[config.mk]
export PLATFORM = sky130hd
export DESIGN_NAME = dsp_slice
export DESIGN_NICKNAME = d
export VERILOG_FILES = /design/src/source/dsp_pkg.sv /design/src/source/dsp_ctrl_regs.sv /design/src/source/dsp_preadder.sv /design/src/source/dsp_b_pipe.sv /design/src/source/dsp_mult.sv /design/src/source/dsp_alu.sv /design/src/source/dsp_slice.sv
export SDC_FILE = /design/constraint.sdc
export NUM_CORES = 2
export LEC_CHECK = 0
export BUFFER_PORTS_ARGS = -buffer_cell sky130_fd_sc_hd__buf_2
export CAP_MARGIN = 0
export CELL_PAD_IN_SITES_DETAIL_PLACEMENT = 0
export CELL_PAD_IN_SITES_GLOBAL_PLACEMENT = 2
export CORE_UTILIZATION = 42
export DETAILED_ROUTE_END_ITERATION = 10
export GPL_TIMING_DRIVEN = 0
export PLACE_DENSITY_LB_ADDON = 0.12
export REMOVE_ABC_BUFFERS = 1
export SLEW_MARGIN = 20
export SYNTH_ARGS = -nofsm -noshare
export SYNTH_HDL_FRONTEND = slang
export SYNTH_HIERARCHICAL = 1
export SYNTH_SLANG_ARGS = --single-unit
[constraint.sdc]
create_clock -name clk -period 15.2 [get_ports clk]
set_input_delay 3.04 -clock clk [delete_from_list [all_inputs] [get_ports clk]]
set_output_delay 3.04 -clock clk [all_outputs]
set_load 0.005 [all_outputs]
[src/source/dsp_pkg.sv]
// DSP slice package with operand widths, mode encodings and shift constants
package dsp_pkg;

   localparam int a_w    = 30;
   localparam int b_w    = 18;
   localparam int d_w    = 25;
   localparam int c_w    = 48;
   localparam int prod_w = d_w + b_w;

   // Arithmetic right shift used by the shifted Z modes
   localparam int shift_amt = 17;

   typedef logic [a_w-1:0]    a_t;
   typedef logic [b_w-1:0]    b_t;
   typedef logic [d_w-1:0]    d_t;
   typedef logic [c_w-1:0]    c_t;
   typedef logic [prod_w-1:0] prod_t;

   // Bits 1:0 X select, bits 3:2 Y select, bits 6:4 Z select
   typedef logic [6:0] opmode_t;

   // Bit 1 zeroes A, bit 2 enables D, bit 3 subtracts A, bit 4 picks B1
   typedef logic [4:0] inmode_t;

   typedef enum logic [3:0] {
      alu_add      = 4'd0,
      alu_znot_add = 4'd1,
      alu_not_all  = 4'd2,
      alu_sub      = 4'd3
   } alumode_e;

   typedef enum logic [1:0] {x_zero, x_m, x_p, x_ab} xsel_e;

   typedef enum logic [1:0] {y_zero, y_m, y_ones, y_c} ysel_e;

   // Code 7 is undefined
   typedef enum logic [2:0] {
      z_zero, z_pcin, z_p, z_c, z_p2, z_pcin_shr, z_p_shr
   } zsel_e;

   // Same codes as the 7-series CARRYINSEL field where one exists
   typedef enum logic [2:0] {
      cin_ext    = 3'b000,
      cin_zero   = 3'b010,
      cin_p_sign = 3'b101
   } carrysel_e;

endpackage

[src/source/dsp_ctrl_regs.sv]
// Control register block holding opmode, alumode, inmode and carry-in select
module dsp_ctrl_regs import dsp_pkg::*; (
   input  logic      clk,
   input  logic      rst_n,
   input  logic      ce_ctrl,
   input  logic      ce_alumode,
   input  logic      ce_inmode,
   input  opmode_t   opmode,
   input  logic [3:0] alumode,
   input  inmode_t   inmode,
   input  logic [2:0] carryinsel,
   output opmode_t   opmode_q,
   output alumode_e  alumode_q,
   output inmode_t   inmode_q,
   output carrysel_e carrysel_q
);

   alumode_e  alumode_dec;
   carrysel_e carrysel_dec;

   // Logic ALU modes and other unsupported codes fall back to a plain add
   always_comb begin
      case (alumode)
         4'd0:    alumode_dec = alu_add;
         4'd1:    alumode_dec = alu_znot_add;
         4'd2:    alumode_dec = alu_not_all;
         4'd3:    alumode_dec = alu_sub;
         default: alumode_dec = alu_add;
      endcase
   end

   // Cascade carry sources do not exist here, so they read as zero
   always_comb begin
      case (carryinsel)
         3'b000:  carrysel_dec = cin_ext;
         3'b101:  carrysel_dec = cin_p_sign;
         default: carrysel_dec = cin_zero;
      endcase
   end

   always_ff @(posedge clk) begin
      if (!rst_n) begin
         opmode_q   <= '0;
         alumode_q  <= alu_add;
         inmode_q   <= '0;
         carrysel_q <= cin_ext;
      end else begin
         // Opmode and carry select share one enable
         if (ce_ctrl) begin
            opmode_q   <= opmode;
            carrysel_q <= carrysel_dec;
         end
         if (ce_alumode)
            alumode_q <= alumode_dec;
         if (ce_inmode)
            inmode_q <= inmode;
      end
   end

endmodule

[src/source/dsp_preadder.sv]
// A and D input registers with the D+/-A preadder and the AD register
module dsp_preadder import dsp_pkg::*; (
   input  logic    clk,
   input  logic    rst_n,
   input  logic    ce_a,
   input  logic    ce_d,
   input  logic    ce_ad,
   input  a_t      a,
   input  d_t      d,
   input  inmode_t inmode_q,
   output a_t      a_q,
   output d_t      ad_q
);

   d_t d_q;
   d_t a_pre;
   d_t d_pre;
   d_t ad_sum;

   always_ff @(posedge clk) begin
      if (!rst_n) begin
         a_q <= '0;
         d_q <= '0;
      end else begin
         if (ce_a)
            a_q <= a;
         if (ce_d)
            d_q <= d;
      end
   end

   // Only the low 25 bits of A reach the preadder
   assign a_pre = inmode_q[1] ? '0 : a_q[d_w-1:0];
   assign d_pre = inmode_q[2] ? d_q : '0;

   always_comb begin
      if (inmode_q[3])
         ad_sum = d_pre - a_pre;
      else
         ad_sum = d_pre + a_pre;
   end

   always_ff @(posedge clk) begin
      if (!rst_n)
         ad_q <= '0;
      else if (ce_ad)
         ad_q <= ad_sum;
   end

endmodule

[src/source/dsp_b_pipe.sv]
// Two-stage B input register with the multiplier operand stage select
module dsp_b_pipe import dsp_pkg::*; (
   input  logic    clk,
   input  logic    rst_n,
   input  logic    ce_b1,
   input  logic    ce_b2,
   input  b_t      b,
   input  inmode_t inmode_q,
   output b_t      b2_q,
   output b_t      b_mult
);

   b_t b1_q;

   always_ff @(posedge clk) begin
      if (!rst_n) begin
         b1_q <= '0;
         b2_q <= '0;
      end else begin
         if (ce_b1)
            b1_q <= b;
         if (ce_b2)
            b2_q <= b1_q;
      end
   end

   // B2 lines up with the AD register, B1 arrives one cycle early
   assign b_mult = inmode_q[4] ? b1_q : b2_q;

endmodule

[src/source/dsp_mult.sv]
// Signed 25x18 multiplier feeding the M register
module dsp_mult import dsp_pkg::*; (
   input  logic  clk,
   input  logic  rst_n,
   input  logic  ce_m,
   input  d_t    ad_q,
   input  b_t    b_mult,
   output prod_t m_q
);

   prod_t prod;

   // Full-width signed product, no partial split
   assign prod = prod_t'($signed(ad_q) * $signed(b_mult));

   always_ff @(posedge clk) begin
      if (!rst_n)
         m_q <= '0;
      else if (ce_m)
         m_q <= prod;
   end

endmodule

[src/source/dsp_alu.sv]
// Output stage with C register, X/Y/Z selectors, arithmetic ALU and P register
module dsp_alu import dsp_pkg::*; (
   input  logic      clk,
   input  logic      rst_n,
   input  logic      ce_c,
   input  logic      ce_p,
   input  c_t        c,
   input  c_t        pcin,
   input  c_t        ab,
   input  prod_t     m_q,
   input  opmode_t   opmode_q,
   input  alumode_e  alumode_q,
   input  carrysel_e carrysel_q,
   input  logic      carryin,
   output c_t        p,
   output logic      carryout
);

   c_t          c_q;
   xsel_e       xsel;
   ysel_e       ysel;
   zsel_e       zsel;
   c_t          x_op;
   c_t          y_op;
   c_t          z_op;
   c_t          z_in;
   logic        cin;
   logic [c_w:0] sum;
   c_t          result;

   always_ff @(posedge clk) begin
      if (!rst_n)
         c_q <= '0;
      else if (ce_c)
         c_q <= c;
   end

   assign xsel = xsel_e'(opmode_q[1:0]);
   assign ysel = ysel_e'(opmode_q[3:2]);
   assign zsel = zsel_e'(opmode_q[6:4]);

   always_comb begin
      case (xsel)
         x_m:     x_op = c_t'($signed(m_q));
         x_p:     x_op = p;
         x_ab:    x_op = ab;
         default: x_op = '0;
      endcase
   end

   // The whole product goes through X, so Y's M input adds nothing
   always_comb begin
      case (ysel)
         y_ones:  y_op = '1;
         y_c:     y_op = c_q;
         default: y_op = '0;
      endcase
   end

   always_comb begin
      case (zsel)
         z_pcin:     z_op = pcin;
         z_p:        z_op = p;
         z_c:        z_op = c_q;
         z_p2:       z_op = p;
         z_pcin_shr: z_op = c_t'($signed(pcin) >>> shift_amt);
         z_p_shr:    z_op = c_t'($signed(p) >>> shift_amt);
         default:    z_op = '0;
      endcase
   end

   always_comb begin
      case (carrysel_q)
         cin_ext:    cin = carryin;
         cin_p_sign: cin = ~p[c_w-1];
         default:    cin = 1'b0;
      endcase
   end

   // Subtract is computed as ~(~Z + X + Y + CIN)
   assign z_in = (alumode_q == alu_znot_add || alumode_q == alu_sub) ? ~z_op : z_op;
   assign sum  = {1'b0, z_in} + {1'b0, x_op} + {1'b0, y_op} + {{c_w{1'b0}}, cin};

   assign result = (alumode_q == alu_not_all || alumode_q == alu_sub) ?
                   ~sum[c_w-1:0] : sum[c_w-1:0];

   always_ff @(posedge clk) begin
      if (!rst_n) begin
         p        <= '0;
         carryout <= 1'b0;
      end else if (ce_p) begin
         p        <= result;
         carryout <= sum[c_w];
      end
   end

endmodule

[src/source/dsp_slice.sv]
// Top of the pipelined multiply-accumulate DSP slice
module dsp_slice import dsp_pkg::*; (
   input  logic       clk,
   input  logic       rst_n,
   input  a_t         a,
   input  b_t         b,
   input  c_t         c,
   input  d_t         d,
   input  c_t         pcin,
   input  logic       carryin,
   input  opmode_t    opmode,
   input  logic [3:0] alumode,
   input  inmode_t    inmode,
   input  logic [2:0] carryinsel,
   input  logic       ce_a,
   input  logic       ce_b1,
   input  logic       ce_b2,
   input  logic       ce_c,
   input  logic       ce_d,
   input  logic       ce_ad,
   input  logic       ce_m,
   input  logic       ce_p,
   input  logic       ce_ctrl,
   input  logic       ce_alumode,
   input  logic       ce_inmode,
   output c_t         p,
   output c_t         pcout,
   output logic       carryout
);

   opmode_t   opmode_q;
   alumode_e  alumode_q;
   inmode_t   inmode_q;
   carrysel_e carrysel_q;
   a_t        a_q;
   d_t        ad_q;
   b_t        b2_q;
   b_t        b_mult;
   prod_t     m_q;
   c_t        ab;

   dsp_ctrl_regs u_ctrl (
      .clk, .rst_n, .ce_ctrl, .ce_alumode, .ce_inmode,
      .opmode, .alumode, .inmode, .carryinsel,
      .opmode_q, .alumode_q, .inmode_q, .carrysel_q
   );

   dsp_preadder u_preadder (
      .clk, .rst_n, .ce_a, .ce_d, .ce_ad, .a, .d, .inmode_q, .a_q, .ad_q
   );

   dsp_b_pipe u_b_pipe (
      .clk, .rst_n, .ce_b1, .ce_b2, .b, .inmode_q, .b2_q, .b_mult
   );

   dsp_mult u_mult (.clk, .rst_n, .ce_m, .ad_q, .b_mult, .m_q);

   // A above B forms the 48-bit X operand
   assign ab = {a_q, b2_q};

   dsp_alu u_alu (
      .clk, .rst_n, .ce_c, .ce_p, .c, .pcin, .ab, .m_q,
      .opmode_q, .alumode_q, .carrysel_q, .carryin, .p, .carryout
   );

   assign pcout = p;

endmodule

==> metrics <==
status completed; cts-stage hold buffer count 0; Max-Slew Margin vs Limit 24.11%; maximum number of buffers from clock root to sink 3; worst reg2reg path endpoint u_mult/m_q[42]$_SDFFE_PN0P_; die outline width 294.7 um; most repeated library cell on the critical path sky130_fd_sc_hd__fa_1; Setup CP Type reg -> reg; sinks on the clock net 271; unrepaired setup endpoints after global routing false; sum of overflow across all layers after global routing 0; initial antenna violation count 4; Finish-stage setup viols 0; total number of placement rows 106; post-synthesis instance area 0.03598 sq mm; slew at the pin closest to its max-slew limit 1137 ps; Remaining DRCs 0; CP arrival 8270 ps; drt total wl 117600 um; layout overhead on the synthesized area 9.299%; per-cell routed wire length 21.70 um; final clock period utilization by the worst path 51.59%; buffers inserted by post-CTS timing repair 0; first-pass GRT wire length 181200 um; origin of the critical flop-to-flop path u_ctrl/inmode_q[4]$_SDFFE_PN0P_; Hold Crit Class reg -> reg; worst-case vdd ir drop 66.26 uV; crit path cell chain mux2_2 -> inv_1 -> nor2_1 -> fa_1 -> fa_1 -> fa_1 -> fa_1 -> fa_1 -> inv_1 -> fa_1 -> inv_1 -> ha_1 -> a211oi_1 -> o21ai_0 -> a31o_2 -> a21oi_1 -> a311o_2 -> a21oi_1 -> or4b_1 -> a32o_1; Peak Freq 127.5 MHz; count of cells along the worst register-to-register path 20; first-pass detailed-route iteration total 5; synthesized area per cell 8.636 sq um; endpoints failing hold 0; post-route core utilization 46.69%; final setup TNS 0 ps; antenna-violating nets left 0; count of buffers from port buffering 297; total instance count after detailed placement 5358; required time at the worst-slack endpoint 15630 ps; post-cts repair resize count 0; crit path max-delay cell type sky130_fd_sc_hd__inv_1; area of the core region 0.08422 sq mm; DRC marker count from the first detailed-route iteration 1761; most utilized layer in the global route result met2; proportion of layout cells with a drive suffix above 1 11.83%; total cell area at the placement stage 0.03813 sq mm; post-layout net count 5133; crit path launch type flip-flop; Final Wtd Congestion 0.8562; minimum clock period 7841 ps; number of standard cells in the layout, taps in and fillers out 5421; # IOs 299; met2 track demand over resource 43.55%; per-cell via count in the routed design 5.337; met3 routing resource usage after global routing 3.092%; post-route design area 0.03933 sq mm; critical path's largest stage delay 760 ps; YS warnings 6; PD cells 71.37 mW/mm^2; Starting Density 42.72%; cell count after synthesis 4166; overall fraction of global-route tracks in use 27.34%; clock tree from TritonCTS built; worst hold stages 2; endpoint of the worst hold path u_mult/m_q[0]$_SDFFE_PN0P_; met1 capacity usage during global routing 39.63%; die outline area 0.08684 sq mm; clock skew after layout 24.39 ps; insertion delay to the later sink of the worst-skew pair 560 ps; cell at the root of the clock tree sky130_fd_sc_hd__clkbuf_16; kind of cell adding the most delay to the critical path adder cells; die extent in y 294.7 um; via count 28930; CP endpoint kind flip-flop; crit path max fanout 20; number of buffers created by CTS 34; worst setup slack for register-to-register paths 7360 ps; LEAKAGE 0.01861 uW; hold wc startpoint u_mult/m_q[0]$_SDFFE_PN0P_; number of global-route vias before repair 29150; maximum number of pins on one net before global-route repair 84; H-tree Lvls 2; count of pins over their slew limit 0; number of violations of the max-capacitance limit 0; HPWL Detailed 92750 um; clock slew at the register clock pins of the worst setup and hold paths 60 ps; total buffers and inverters traversed by the critical path 3
==> per-layer routing <==
layer / share of wire [%] / vias to the layer above
li1: - / 13610
met1: 47 / 14440
met2: 45 / 770
met3: 5.0 / 111
met4: 2.1 / 4
met5: 0.020 / -
==> registers in the layout (all words and copies together), names as in the netlist <==
name / flops
u_alu/c_q: 48
u_alu/carryout: 1
u_preadder/ad_q: 25
u_ctrl/opmode_q: 7
u_preadder/a_q: 30
u_b_pipe/b1_q: 18
u_ctrl/inmode_q: 4
u_ctrl/alumode_q: 2
u_preadder/d_q: 25
u_alu/p: 48
u_ctrl/carrysel_q: 2
u_b_pipe/b2_q: 18
u_mult/m_q: 43
==> area by class of cell <==
class / instances / area (sq um)
tap: 1134 / 1419
clock inverter: 17 / 247.7
clock buffer: 44 / 938.4
sequential: 271 / 5439
timing repair buffer: 330 / 2007
antenna: 2 / 5.005
fill: 8436 / 44890
multi-input combinational: 2995 / 26910
inverter: 628 / 2360
==> layout by cell type (no fill, tap or decap), types with 18 or more instances in the layout <==
cell,instances
sky130_fd_sc_hd__a211oi_1,39
sky130_fd_sc_hd__clkbuf_16,34
sky130_fd_sc_hd__nand2_1,415
sky130_fd_sc_hd__nand3_1,67
sky130_fd_sc_hd__buf_2,294
sky130_fd_sc_hd__o211ai_1,21
sky130_fd_sc_hd__nand4_1,21
sky130_fd_sc_hd__dfxtp_1,264
sky130_fd_sc_hd__mux2i_1,198
sky130_fd_sc_hd__fa_1,491
sky130_fd_sc_hd__nand2b_1,21
sky130_fd_sc_hd__mux2_2,55
sky130_fd_sc_hd__xnor2_1,150
sky130_fd_sc_hd__xor2_1,41
sky130_fd_sc_hd__o21a_1,30
sky130_fd_sc_hd__and2_1,189
sky130_fd_sc_hd__o21ai_0,153
sky130_fd_sc_hd__a22oi_1,102
sky130_fd_sc_hd__a21o_1,42
sky130_fd_sc_hd__inv_1,624
sky130_fd_sc_hd__a21oi_1,159
sky130_fd_sc_hd__nor3_1,33
sky130_fd_sc_hd__nor2_1,212
sky130_fd_sc_hd__ha_1,180
sky130_fd_sc_hd__buf_4,18
sky130_fd_sc_hd__nor2b_1,135
==> power by group <==
group	internal [uW]	switching, uW
combinational	413	578
clock	526	356
sequential	769	164
==> through the flow <==
stage | hold slack, ps | setup WS [ps] | power, uW
3_3_place_gp | 459.7 | 2657 | 1923
6_report | 483.8 | 7359 | 2807
3_5_place_dp | 471.4 | 7409 | 1927
4_1_cts | 485.8 | 7309 | 2827
2_1_floorplan | 425.5 | 6652 | 1513
5_1_grt | 496.7 | 6961 | 2971
==> how the worst max path moves through the flow <==
stage               depth (start not counted)                              from                           to
detailed placement                         20   u_ctrl/inmode_q[4]$_SDFFE_PN0P_  u_mult/m_q[40]$_SDFFE_PN0P_
CTS                                        20   u_ctrl/inmode_q[4]$_SDFFE_PN0P_  u_mult/m_q[40]$_SDFFE_PN0P_
global route                               20   u_ctrl/inmode_q[4]$_SDFFE_PN0P_  u_mult/m_q[39]$_SDFFE_PN0P_
finish                                     20   u_ctrl/inmode_q[4]$_SDFFE_PN0P_  u_mult/m_q[42]$_SDFFE_PN0P_
global placement                           13  u_ctrl/alumode_q[0]$_SDFFE_PN0P_     u_alu/p[47]$_SDFFE_PN0P_
floorplan                                  14  u_ctrl/alumode_q[0]$_SDFFE_PN0P_     u_alu/p[47]$_SDFFE_PN0P_
==> worst register-to-register path, stage by stage, from the launching register on <==
cell and delay (ps):
sky130_fd_sc_hd__dfxtp_2 740, sky130_fd_sc_hd__mux2_2 580, sky130_fd_sc_hd__inv_1 760, sky130_fd_sc_hd__nor2_1 160
sky130_fd_sc_hd__fa_1 550, sky130_fd_sc_hd__fa_1 450, sky130_fd_sc_hd__fa_1 540, sky130_fd_sc_hd__fa_1 470
sky130_fd_sc_hd__fa_1 510, sky130_fd_sc_hd__inv_1 60, sky130_fd_sc_hd__fa_1 540, sky130_fd_sc_hd__inv_1 60
sky130_fd_sc_hd__ha_1 370, sky130_fd_sc_hd__a211oi_1 270, sky130_fd_sc_hd__o21ai_0 140, sky130_fd_sc_hd__a31o_2 260
sky130_fd_sc_hd__a21oi_1 200, sky130_fd_sc_hd__a311o_2 250, sky130_fd_sc_hd__a21oi_1 70, sky130_fd_sc_hd__or4b_1 480
sky130_fd_sc_hd__a32o_1 270
Note: power is estimated with default switching activity, not from simulation.
